### config.mk
export PLATFORM = sky130hd
export DESIGN_NAME = int_alu
export DESIGN_NICKNAME = d
export VERILOG_FILES = /design/src/int_alu_pkg.sv /design/src/alu_decode.sv /design/src/cond_eval.sv /design/src/alu_execute.sv /design/src/flag_result.sv /design/src/int_alu.sv
export VERILOG_INCLUDE_DIRS = /design/src /design/src/src
export SDC_FILE = /design/constraint.sdc
export NUM_CORES = 1
export LEC_CHECK = 0
export BUFFER_PORTS_ARGS = -buffer_cell sky130_fd_sc_hd__buf_4
export CORE_MARGIN = 1.5
export CORE_UTILIZATION = 52
export CTS_BUF_LIST = sky130_fd_sc_hd__clkbuf_4
export CTS_CLUSTER_SIZE = 28
export DETAILED_ROUTE_END_ITERATION = 8
export GPL_ROUTABILITY_DRIVEN = 1
export PLACE_DENSITY = 0.82
export SLEW_MARGIN = 25
export SYNTH_ARGS = -nofsm -noshare
export SYNTH_HDL_FRONTEND = slang
export SYNTH_HIERARCHICAL = 1
export SYNTH_SLANG_ARGS = --single-unit
### constraint.sdc
create_clock -name clk -period 16.85 [get_ports clk]
set_input_delay 4.2125 -clock clk [delete_from_list [all_inputs] [get_ports clk]]
set_output_delay 4.2125 -clock clk [all_outputs]
set_load 0.02 [all_outputs]
### src/int_alu_cfg.svh
`ifndef INT_ALU_CFG_SVH
`define INT_ALU_CFG_SVH

`define INT_ALU_DATA_W  64
`define INT_ALU_OP_W    13
`define INT_ALU_FLAGS_W 6

// opcode byte op[7:0], bit 0 selects the 32-bit form for add/sub and logic
`define OPC_ADD64    8'h00
`define OPC_ADD32    8'h01
`define OPC_SUB64    8'h02
`define OPC_SUB32    8'h03
`define OPC_AND64    8'h08
`define OPC_AND32    8'h09
`define OPC_OR64     8'h0a
`define OPC_OR32     8'h0b
`define OPC_XOR64    8'h0c
`define OPC_XOR32    8'h0d
`define OPC_XNOR64   8'h0e
`define OPC_XNOR32   8'h0f
`define OPC_MOV64    8'h10
`define OPC_MOV32    8'h11
`define OPC_MOV16    8'h12
`define OPC_ZXT8_64  8'h18
`define OPC_ZXT16_64 8'h19
`define OPC_SXT8_64  8'h1a
`define OPC_SXT16_64 8'h1b
`define OPC_SXT32_64 8'h1c
`define OPC_CMOV64   8'h20 // bit 0 is the condition invert
`define OPC_CSET     8'h22

// condition code is {op[10:8], op[0]}
`define COND_Z      4'd0
`define COND_NZ     4'd1
`define COND_S      4'd2
`define COND_NS     4'd3
`define COND_UGT    4'd4
`define COND_ULE    4'd5
`define COND_UGE    4'd6
`define COND_ULT    4'd7
`define COND_SGT    4'd8
`define COND_SLE    4'd9
`define COND_SGE    4'd10
`define COND_SLT    4'd11
`define COND_O      4'd12
`define COND_NO     4'd13
`define COND_P      4'd14
`define COND_ALWAYS 4'd15

`endif

### src/int_alu_pkg.sv
`include "int_alu_cfg.svh"

package int_alu_pkg;

  typedef enum logic [1:0] {UNIT_ADD, UNIT_LOGIC, UNIT_MOVE, UNIT_COND} unit_e;

  typedef enum logic [1:0] {FK_ARITH, FK_LOGIC, FK_NONE} flag_kind_e;

  typedef enum logic [2:0] {LF_AND, LF_OR, LF_XOR, LF_XNOR, LF_ZERO} logic_fn_e;

  typedef enum logic [3:0] {
    MK_MOV64, MK_MOV32, MK_MOV16,
    MK_ZXT8, MK_ZXT16, MK_SXT8, MK_SXT16, MK_SXT32,
    MK_CMOV, MK_CSET
  } mov_kind_e;

  typedef struct packed {
    logic       no_flags;
    logic       foreign;  // op belongs to another unit
    logic [2:0] rsv;
    logic [7:0] opcode;
  } alu_arith_view_t;

  typedef struct packed {
    logic       no_flags;
    logic       foreign;
    logic [2:0] code_hi;
    logic [6:0] opc_hi;
    logic       code_inv;
  } alu_cond_view_t;

  typedef union packed {
    alu_arith_view_t a;
    alu_cond_view_t  c;
  } alu_op_u;

  typedef struct packed {
    unit_e      unit;
    logic       is_sub;
    logic       is_32;
    logic_fn_e  lfn;
    mov_kind_e  mkind;
    logic [3:0] cond;
    flag_kind_e flag_kind;
    logic       foreign;
  } alu_ctl_t;

  typedef struct packed {
    logic [`INT_ALU_DATA_W-1:0] value;
    logic                       c;
    logic                       a;
    logic                       o;
  } exe_out_t;

  typedef struct packed {
    logic [`INT_ALU_FLAGS_W-1:0] flags; // COASZP
    logic                        sets_flags;
  } alu_ret_t;

endpackage

### src/alu_decode.sv
`timescale 1ns/1ps
`include "int_alu_cfg.svh"

module alu_decode import int_alu_pkg::*; (
  input  alu_op_u  op,
  output alu_ctl_t ctl
);

  logic [7:0] opc;
  logic       is_cond_op;

  assign opc = op.a.opcode;

  // cond ops ignore bit 0, that is the invert bit
  assign is_cond_op = ({op.c.opc_hi, 1'b0} == `OPC_CMOV64) ||
                      ({op.c.opc_hi, 1'b0} == `OPC_CSET);

  always_comb begin
    ctl           = '0;
    ctl.unit      = UNIT_LOGIC;
    ctl.lfn       = LF_ZERO;    // unknown opcode gives zero
    ctl.flag_kind = FK_NONE;
    ctl.cond      = {op.c.code_hi, op.c.code_inv};
    ctl.foreign   = op.a.foreign;

    case (opc)
      `OPC_MOV32:    ctl.mkind = MK_MOV32;
      `OPC_MOV16:    ctl.mkind = MK_MOV16;
      `OPC_ZXT8_64:  ctl.mkind = MK_ZXT8;
      `OPC_ZXT16_64: ctl.mkind = MK_ZXT16;
      `OPC_SXT8_64:  ctl.mkind = MK_SXT8;
      `OPC_SXT16_64: ctl.mkind = MK_SXT16;
      `OPC_SXT32_64: ctl.mkind = MK_SXT32;
      default:       ctl.mkind = MK_MOV64;
    endcase

    case (opc)
      `OPC_ADD64, `OPC_ADD32, `OPC_SUB64, `OPC_SUB32: begin
        ctl.unit      = UNIT_ADD;
        ctl.is_sub    = opc[1];
        ctl.is_32     = opc[0];
        ctl.flag_kind = FK_ARITH;
      end
      `OPC_AND64, `OPC_AND32, `OPC_OR64, `OPC_OR32,
      `OPC_XOR64, `OPC_XOR32, `OPC_XNOR64, `OPC_XNOR32: begin
        ctl.lfn       = logic_fn_e'({1'b0, opc[2:1]});
        ctl.is_32     = opc[0];
        ctl.flag_kind = FK_LOGIC;
      end
      `OPC_MOV64, `OPC_MOV32, `OPC_MOV16, `OPC_ZXT8_64, `OPC_ZXT16_64,
      `OPC_SXT8_64, `OPC_SXT16_64, `OPC_SXT32_64: begin
        ctl.unit = UNIT_MOVE;
      end
      default: ;
    endcase

    if (is_cond_op) begin
      ctl.unit  = UNIT_COND;
      ctl.mkind = ({op.c.opc_hi, 1'b0} == `OPC_CSET) ? MK_CSET : MK_CMOV;
    end

    if (op.a.no_flags) begin
      ctl.flag_kind = FK_NONE;
    end
  end

endmodule

### src/cond_eval.sv
`timescale 1ns/1ps
`include "int_alu_cfg.svh"

module cond_eval (
  input  logic [`INT_ALU_FLAGS_W-1:0] flags,
  input  logic [3:0]                  code,
  output logic                        take
);

  logic c;
  logic o;
  logic s;
  logic z;
  logic p;

  // COASZP order with aux carry never tested
  assign c = flags[5];
  assign o = flags[4];
  assign s = flags[2];
  assign z = flags[1];
  assign p = flags[0];

  // c is a borrow after sub
  always_comb begin
    case (code)
      `COND_Z:   take = z;
      `COND_NZ:  take = ~z;
      `COND_S:   take = s;
      `COND_NS:  take = ~s;
      `COND_UGT: take = ~c & ~z;
      `COND_ULE: take = c | z;
      `COND_UGE: take = ~c;
      `COND_ULT: take = c;
      `COND_SGT: take = ~((s ^ o) | z);
      `COND_SLE: take = (s ^ o) | z;
      `COND_SGE: take = ~(s ^ o);
      `COND_SLT: take = s ^ o;
      `COND_O:   take = o;
      `COND_NO:  take = ~o;
      `COND_P:   take = p;
      default:   take = 1'b1; // always
    endcase
  end

endmodule

### src/alu_execute.sv
`timescale 1ns/1ps
`include "int_alu_cfg.svh"

module alu_execute import int_alu_pkg::*; (
  input  alu_ctl_t                   ctl,
  input  logic [`INT_ALU_DATA_W-1:0] val1,
  input  logic [`INT_ALU_DATA_W-1:0] val2,
  input  logic                       take,
  output exe_out_t                   exe
);

  localparam int W = `INT_ALU_DATA_W;
  localparam int H = W / 2;

  logic [W-1:0] opb;
  logic [W:0]   sum;
  logic         carry;
  logic         aux;
  logic         msb_a;
  logic         msb_b;
  logic         msb_s;
  logic [W-1:0] add_val;
  logic [W-1:0] logic_val;
  logic [W-1:0] move_val;
  logic [W-1:0] cond_val;

  // sub is a + ~b + 1
  assign opb = ctl.is_sub ? ~val2 : val2;
  assign sum = {1'b0, val1} + {1'b0, opb} + {{W{1'b0}}, ctl.is_sub};

  // carry into bit 32 recovered from the sum bit
  assign carry = ctl.is_32 ? (sum[H] ^ val1[H] ^ opb[H]) : sum[W];
  assign aux   = sum[4] ^ val1[4] ^ opb[4];

  assign msb_a = ctl.is_32 ? val1[H-1] : val1[W-1];
  assign msb_b = ctl.is_32 ? opb[H-1] : opb[W-1];
  assign msb_s = ctl.is_32 ? sum[H-1] : sum[W-1];

  assign add_val = ctl.is_32 ? {{H{1'b0}}, sum[H-1:0]} : sum[W-1:0];

  always_comb begin
    case (ctl.lfn)
      LF_AND:  logic_val = val1 & val2;
      LF_OR:   logic_val = val1 | val2;
      LF_XOR:  logic_val = val1 ^ val2;
      LF_XNOR: logic_val = ~(val1 ^ val2);
      default: logic_val = '0;
    endcase
    if (ctl.is_32) begin
      logic_val[W-1:H] = '0;
    end
  end

  always_comb begin
    case (ctl.mkind)
      MK_MOV32: move_val = {{H{1'b0}}, val2[H-1:0]};
      MK_MOV16: move_val = {val1[W-1:16], val2[15:0]}; // merges into val1
      MK_ZXT8:  move_val = {{(W-8){1'b0}}, val2[7:0]};
      MK_ZXT16: move_val = {{(W-16){1'b0}}, val2[15:0]};
      MK_SXT8:  move_val = {{(W-8){val2[7]}}, val2[7:0]};
      MK_SXT16: move_val = {{(W-16){val2[15]}}, val2[15:0]};
      MK_SXT32: move_val = {{H{val2[H-1]}}, val2[H-1:0]};
      default:  move_val = val2;
    endcase
  end

  assign cond_val = (ctl.mkind == MK_CSET) ? {{(W-1){1'b0}}, take} :
                    (take ? val2 : val1);

  always_comb begin
    exe = '0;
    case (ctl.unit)
      UNIT_ADD: begin
        exe.value = add_val;
        exe.c     = carry ^ ctl.is_sub; // borrow on sub
        exe.a     = aux ^ ctl.is_sub;
        exe.o     = (msb_a == msb_b) && (msb_s != msb_a);
      end
      UNIT_LOGIC: exe.value = logic_val;
      UNIT_MOVE:  exe.value = move_val;
      default:    exe.value = cond_val;
    endcase
  end

endmodule

### src/flag_result.sv
`timescale 1ns/1ps
`include "int_alu_cfg.svh"

module flag_result import int_alu_pkg::*; (
  input  logic                       clk,
  input  logic                       rst,
  input  alu_ctl_t                   ctl,
  input  exe_out_t                   exe,
  input  logic                       data_en,
  input  logic                       thread,
  input  logic                       except,
  input  logic                       except_thread,
  output logic [`INT_ALU_DATA_W-1:0] result,
  output alu_ret_t                   ret,
  output logic                       ret_en
);

  localparam int W = `INT_ALU_DATA_W;
  localparam int H = W / 2;

  logic [W-1:0] res_q;
  flag_kind_e   kind_q;
  logic         c_q;
  logic         a_q;
  logic         o_q;
  logic         is32_q;
  logic         ret_q;
  logic         exc_q;
  logic         exc_thread_q;
  logic         inhibit;
  logic         s_flag;
  logic         z_flag;

  // same thread excepted now or one cycle back
  assign inhibit = (except && (except_thread == thread)) ||
                   (exc_q && (exc_thread_q == thread));

  always_ff @(posedge clk) begin
    if (rst) begin
      res_q        <= '0;
      kind_q       <= FK_NONE;
      ret_q        <= 1'b0;
      exc_q        <= 1'b0;
      exc_thread_q <= 1'b0;
    end else begin
      ret_q        <= data_en && !ctl.foreign && !inhibit;
      exc_q        <= except;
      exc_thread_q <= except_thread;
      if (data_en) begin
        res_q  <= exe.value;
        kind_q <= ctl.flag_kind;
      end
    end
  end

  always_ff @(posedge clk) begin
    if (data_en) begin
      c_q    <= exe.c;
      a_q    <= exe.a;
      o_q    <= exe.o;
      is32_q <= ctl.is_32;
    end
  end

  assign s_flag = is32_q ? res_q[H-1] : res_q[W-1];
  assign z_flag = is32_q ? (res_q[H-1:0] == '0) : (res_q == '0);

  always_comb begin
    case (kind_q)
      FK_ARITH: ret.flags = {c_q, o_q, a_q, s_flag, z_flag, 1'b0}; // no parity
      FK_LOGIC: ret.flags = {3'b000, s_flag, z_flag, 1'b0};
      default:  ret.flags = '0;
    endcase
    ret.sets_flags = (kind_q != FK_NONE);
  end

  assign result = res_q;
  assign ret_en = ret_q;

  a_ret_en_after_rst: assert property (@(posedge clk) rst |=> !ret_en);

  a_ret_en_from_issue: assert property (
    @(posedge clk) disable iff (rst) ret_en |-> $past(data_en)
  );

endmodule

### src/int_alu.sv
`timescale 1ns/1ps
`include "int_alu_cfg.svh"

module int_alu import int_alu_pkg::*; (
  input  logic                        clk,
  input  logic                        rst,
  input  alu_op_u                     op,
  input  logic [`INT_ALU_DATA_W-1:0]  val1,
  input  logic [`INT_ALU_DATA_W-1:0]  val2,
  input  logic [`INT_ALU_FLAGS_W-1:0] flags_in,
  input  logic                        data_en,
  input  logic                        thread,
  input  logic                        except,
  input  logic                        except_thread,
  output logic [`INT_ALU_DATA_W-1:0]  result,
  output alu_ret_t                    ret,
  output logic                        ret_en
);

  alu_ctl_t ctl;
  logic     take;
  exe_out_t exe;

  alu_decode alu_decode_i (.op(op), .ctl(ctl));

  cond_eval cond_eval_i (.flags(flags_in), .code(ctl.cond), .take(take));

  alu_execute alu_execute_i (
    .ctl(ctl), .val1(val1), .val2(val2), .take(take), .exe(exe)
  );

  flag_result flag_result_i (
    .clk(clk), .rst(rst), .ctl(ctl), .exe(exe),
    .data_en(data_en), .thread(thread), .except(except),
    .except_thread(except_thread),
    .result(result), .ret(ret), .ret_en(ret_en)
  );

  // an issued op must decode to a real unit
  a_unit_known: assert property (
    @(posedge clk) disable iff (rst) data_en |-> !$isunknown(ctl.unit)
  );

endmodule

==> impl_metrics.toml, run 1 <==
[run_status]
outcome = "complete, no violations"

[cts]
clockRootBuffer = "clkbuf_4"
post_cts_resized = 0
clock-sinks = 73
path_clk_slew_ns = 0.12
cts_made_buffers = 9
htreeDepth = 3
cts_tree = "yes"
cts_hold_buf = 0
clk_latency_ns = 0.50
clockBufferDepth = 2
post_cts_buffers = 0

[worst_setup_path]
path_cells = "buf_4 > nor4_1 > and3_4 > buf_4 > xor2_1 > ha_1 > a21o_1 > a21o_1 > a21oi_1 > o21ai_0 > o32ai_2 > o21a_1 > o21bai_1 > a21boi_0 > xor2_1 > o21ai_0 > mux2i_1 > nor2_1"
path_class = "input port to flop"
cp_data_arrival_time_ns = 9.51
cpLargestDelayFamily = "compound AO/OA/AOI/OAI gates"
crit_path_max_fanout = 38
r2r_start = "flag_result_i/exc_q"
required_ns = 17.25
critPathBufInv = 2
cp_slowest_cell = "nor4_1"
cp-end-kind = "flop"
crit_path_max_incr_delay_ns = 0.70
cp-startpoint = "op[4]"
setup.worst_path.start_class = "input port"

[floorplanning]
rows = 60
die_h_um = 170
floorplan.initialDensity = 0.533
core_mm2 = 0.0271
chipWidth_um = 170
io_pins = 225
dieArea_mm2 = 0.0288

[sta]
layout_min_cycle_time_ns = 9.11
worstMarginPinSlew_ns = 1.08
hold_viol = 0
fmax_mhz = 110
rsz0062_at_grt = "false"
hold-worst-slack_ns = 0.540
finalSetupViolCount = 0
slew-limit-headroom = 0.274
drv_slew = 0
fin_tns_setup_ns = 0
finalCritPeriodShare = 0.541
fin_skew_ns = 0.0251

[layout]
fillers = 2467
final_cell_mix = "buf_4 (234), ha_1 (202), inv_1 (179)"
area_growth_pct = 12.9
final_common_cell = "buf_4"
final_nets = 2441
final_cells = 2463
drive_gt1_frac = 0.139

[global_route]
grt_pass1_vias = 14500
grt_overflow_total = 0
grt_max_degree = 84
antenna_found_initial = 3
grt_pass1_wl_mm = 72.5
gr-usage-all-layers = 0.307

[power]
p_leak_nw = 7.95
power_frac_seq = 0.252
cellPowerDensity_mw_per_mm2 = 44.9
power.total_w = 0.000732
p_sw_w = 0.000320
combPwrFrac = 0.555
p_int_w = 0.000411
clkPwrFrac = 0.193
swShare = 0.438
ir_drop_uv = 26.6

[synthesis]
synth_nets = 2340
synth_edf_count = 4
yosysWarningCount = 6
synth_ff_type = "dfxtp_1"
synth_area_mm2 = 0.0144
avgSynthCellArea_um2 = 7.28
ys_seq_area_frac = 0.104
synthCells = 1984
ys_async_sr_fraction = 0
yosys_register_bits = 73
ys_types = 83

[route]
vias = 15200
dr.pass1.iters = 5
via_per_inst = 6.16
drc = 0
ant_nets = 0
drtIter0Drc = 1537
wire_per_inst_um = 18.3
wl_mm = 45.2

[worst_hold_path]
hp-start = "flag_result_i/result[53]"
hp-class = "flop to flop"

[placement]
gp_congestion = 0.935
dp_cells = 2446
port_buffers = 222
dpl.hpwl_mm = 33.2

[job]
cap_violations = 0
-- power groups by stage --
stage                     registers [W]  clock network [W]  logic, W
after global routing           0.000185           0.000148  0.000444
after detailed placement       0.000188                  0  0.000397
final                          0.000184           0.000142  0.000406
after floorplan                0.000191                  0  0.000270
after CTS                      0.000184           0.000143  0.000400
after global placement         0.000188                  0  0.000385
-- stage by stage --
| step | util | area (um^2) | setup slack, ns |
|---|---|---|---|
| CTS | 0.601 | 16300 | 7.84 |
| global placement | 0.595 | 16100 | 7.40 |
| floorplan | - | 14400 | 8.31 |
| finish | 0.602 | 16300 | 7.74 |
| detailed placement | 0.595 | 16100 | 7.36 |
| global route | 0.601 | 16300 | 7.47 |
-- area by class of cell --
class                      instances  area (um^2)  share of cell area
sequential                        73         1500              0.0921
tap                              372          465              0.0285
clock inverter                     5         81.3             0.00499
antenna                            2         5.00            0.000307
multi-input combinational       1585        11700               0.719
timing repair buffer             236         1780               0.109
inverter                         180          676              0.0414
clock buffer                      10         75.1             0.00460
-- flip-flops by register name, indices dropped and copies added (netlist names) --
name                        cells
flag_result_i/a_q               1
flag_result_i/exc_thread_q      1
flag_result_i/exc_q             1
flag_result_i/is32_q            1
flag_result_i/result           64
flag_result_i/kind_q            2
flag_result_i/c_q               1
flag_result_i/o_q               1
flag_result_i/ret_en            1
-- final timing paths --
| path | to | slack, ns | cells after the start |
|---|---|---|---|
| worst max-delay path | flag_result_i/result[52] | 7.74 | 18 |
| worst max register to register | flag_result_i/ret_en | 15.82 | 3 |
| worst min register to register | flag_result_i/result[53] | 0.54 | 2 |
| worst min-delay path | flag_result_i/result[53] | 0.54 | 2 |
-- kinds of logic (layout without fill, tap and decap cells) --
kind of cell,count (synthesis),count (layout),synth area share
buffers and inverters,326,431,0.0889
flip-flops,73,73,0.104
XOR/XNOR,190,190,0.115
other,1,3,0.000260
adder cells (fa/ha/maj),203,203,0.176
multiplexers,151,151,0.105
AND/OR/NAND/NOR,459,459,0.150
AO/OA/AOI/OAI,581,581,0.261
-- Yosys cell counts (46+ instances only) --
library cell,n,share of area
ha_1,202,0.18
inv_1,179,0.047
a21oi_1,174,0.060
nor2_1,156,0.041
mux2i_1,150,0.10
xor2_1,133,0.081
nand2_1,128,0.033
o21ai_0,126,0.044
clkbuf_1,104,0.027
dfxtp_1,69,0.096
xnor2_1,57,0.035
o22ai_1,46,0.020
-- layer usage --
metal / wire length [um] / GRT usage / vias up
li1: - / - / 7254
met4: 1260 / 0.113 / 2
met2: 20600 / 0.507 / 663
met5: 10 / 0 / -
met3: 3560 / 0.0476 / 99
met1: 19800 / 0.403 / 7149
-- worst reg2reg max path: stages (launching register included) --
cell and delay, ns:
dfxtp_1 0.35, a221oi_1 0.27, a21oi_1 0.07, nor4b_1 0.23
Power figures use the tool's default switching activity.
==> inputs of run 2 (changes only) <==
--- a/config.mk
+++ b/config.mk
@@ -13,7 +13,7 @@
 export CTS_CLUSTER_SIZE = 28
 export DETAILED_ROUTE_END_ITERATION = 8
 export GPL_ROUTABILITY_DRIVEN = 1
-export PLACE_DENSITY = 0.82
+export PLACE_DENSITY = 0.85
 export SLEW_MARGIN = 25
 export SYNTH_ARGS = -nofsm -noshare
 export SYNTH_HDL_FRONTEND = slang
==> constraint.sdc (replaced) <==
create_clock -name clk -period 7.6 [get_ports clk]
set_input_delay 1.9 -clock clk [delete_from_list [all_inputs] [get_ports clk]]
set_output_delay 1.9 -clock clk [all_outputs]
set_load 0.02 [all_outputs]
==> run 2 against run 1 <==
Net effect: flip-flop and latch count unchanged; global-route usage down 0.35 points; highest routed layer is now met4; register-to-register slack worse by 9.2 ns; die area unchanged; final cell count up 0.20%; utilization up 0.29 points; first-iteration DRC count down 15%.
==> impl_metrics.toml, run 2 (synthesized netlist as in run 1, its figures left out) <==
[layout]
final_cell_mix = "buf_4 (240), ha_1 (202), inv_1 (179)"
area_growth_pct = 13.5
final_cells = 2468
final_nets = 2447
final_common_cell = "buf_4"
largest_reg_flops = 64
drive_gt1_frac = 0.141

[floorplanning]
dieArea_mm2 = 0.0288
core_mm2 = 0.0271
rows = 60
chipWidth_um = 170
floorplan.initialDensity = 0.533
die_h_um = 170
io_pins = 225

[worst_setup_path]
required_ns = 8.00
crit_path_max_fanout = 32
path_cells = "buf_4 > nor4_1 > buf_4 > and3_4 > xor2_1 > ha_1 > nor2b_1 > o31a_1 > a41oi_2 > o21ai_1 > o21ai_1 > o21ai_1 > buf_4 > a31oi_1 > a31oi_1 > xnor2_1 > o21ai_0 > mux2i_1 > nor2_1"
reg2reg_slack_ns = 6.59
cp_data_arrival_time_ns = 6.58
endpoint = "flag_result_i/result[50]"
r2r_end = "flag_result_i/ret_en"
setup.worst_path.start_class = "input port"
cp-end-kind = "flop"
cp-startpoint = "op[4]"
crit_path_max_incr_delay_ns = 0.56
cp_slowest_cell = "and3_4"
path_class = "input port to flop"
r2r_start = "flag_result_i/exc_thread_q"
rr_worst_depth = 4

[cts]
cts_made_buffers = 9
cts_tree = "yes"
post_cts_resized = 0
htreeDepth = 3
cts_hold_buf = 0
clock-sinks = 73
post_cts_buffers = 0
clk_latency_ns = 0.48
clockBufferDepth = 2
clockRootBuffer = "clkbuf_4"
path_clk_slew_ns = 0.13

[route]
wl_met3_mm = 3.55
wl_mm = 45.3
wire_per_inst_um = 18.4
wl_met1_mm = 19.5
highest_layer = "met4"
vias = 15300
dr.pass1.iters = 6
drtIter0Drc = 1304
met2_length_mm = 20.9
drc = 0
via_per_inst = 6.20
ant_nets = 0

[sta]
rsz0062_at_grt = "false"
slew-limit-headroom = 0.239
drv_slew = 0
fin_skew_ns = 0.00516
layout_min_cycle_time_ns = 6.17
fmax_mhz = 162
worstMarginPinSlew_ns = 1.13
finalSetupViolCount = 0
fin_tns_setup_ns = 0
hold_viol = 0
finalCritPeriodShare = 0.812

[global_route]
grt_pass1_vias = 14300
grt_pass1_wl_mm = 71.5
grt_max_degree = 129
gr-usage-all-layers = 0.304
antenna_found_initial = 1
grt_overflow_total = 0

[placement]
dp_cells = 2452
port_buffers = 222
gp_congestion = 0.939
dpl.hpwl_mm = 34.0

[worst_hold_path]
hp-class = "flop to flop"

[job]
cap_violations = 0

[power]
p_leak_nw = 7.99
cellPowerDensity_mw_per_mm2 = 101
ir_drop_uv = 81.7

[run_status]
outcome = "complete, no violations"
==> run 2: cell types whose count changed in the layout (fill, tap and decap cells not counted), sizes merged <==
| cell | delta |
|---|---|
| clkbuf | -1 |
| clkinv | +1 |
| bufinv | +1 |
| diode | -1 |
| buf | +6 |
| clkinvlp | -1 |
==> run 2: metal layers <==
layer	vias up	track usage
met2	702	0.504
met4	0	0.113
met1	7223	0.401
li1	7265	-
met3	100	0.0378
met5	-	0
==> run 2: area by class of cell <==
type / instances / area, um^2
Clock buffer: 9 / 67.6
Antenna cell: 1 / 2.50
Fill cell: 2451 / 10700
Sequential cell: 73 / 1500
Multi-Input combinational cell: 1585 / 11700
Inverter: 180 / 676
Timing Repair Buffer: 242 / 1840
Tap cell: 372 / 465
Clock inverter: 6 / 108
==> run 2: per-stage QoR <==
| step | total power (W) | utilization | instance area [um^2] | hold slack (ns) | setup WS (ns) |
|---|---|---|---|---|---|
| after detailed placement | 0.00130 | 0.598 | 16200 | 0.511 | 1.10 |
| after floorplan | 0.00102 | - | 14400 | 0.475 | 1.37 |
| after global routing | 0.00175 | 0.604 | 16400 | 0.560 | 1.20 |
| final | 0.00166 | 0.604 | 16400 | 0.541 | 1.43 |
| after CTS | 0.00164 | 0.604 | 16400 | 0.544 | 1.58 |
| after global placement | 0.00127 | 0.598 | 16200 | 0.498 | 1.17 |
==> run 2: critical path: cells and delay by family <==
family,cells,cell delay (ns)
adder cells (fa/ha/maj),1,0.29
multiplexers,1,0.14
buffers and inverters,3,0.47
XOR/XNOR,2,0.36
AND/OR/NAND/NOR,4,1.09
AO/OA/AOI/OAI,8,2.31
==> run 2: worst min path at each step <==
stage,startpoint,end,slack [ns],cells past startpoint
CTS,flag_result_i/kind_q[0],flag_result_i/kind_q[0],0.54,2
detailed placement,flag_result_i/kind_q[0],flag_result_i/kind_q[0],0.51,2
floorplan,flag_result_i/kind_q[0],flag_result_i/kind_q[0],0.48,2
global placement,flag_result_i/kind_q[0],flag_result_i/kind_q[0],0.50,2
global route,flag_result_i/result[49],flag_result_i/result[49],0.56,2
finish,flag_result_i/result[2],flag_result_i/result[2],0.54,2
==> run 2: power breakdown <==
part	total, W	leakage [nW]	internal, W	switching [W]
registers	0.000409	0.596	0.000398	0.0000111
clock network	0.000342	0.0934	0.000164	0.000179
logic	0.000904	7.30	0.000380	0.000524
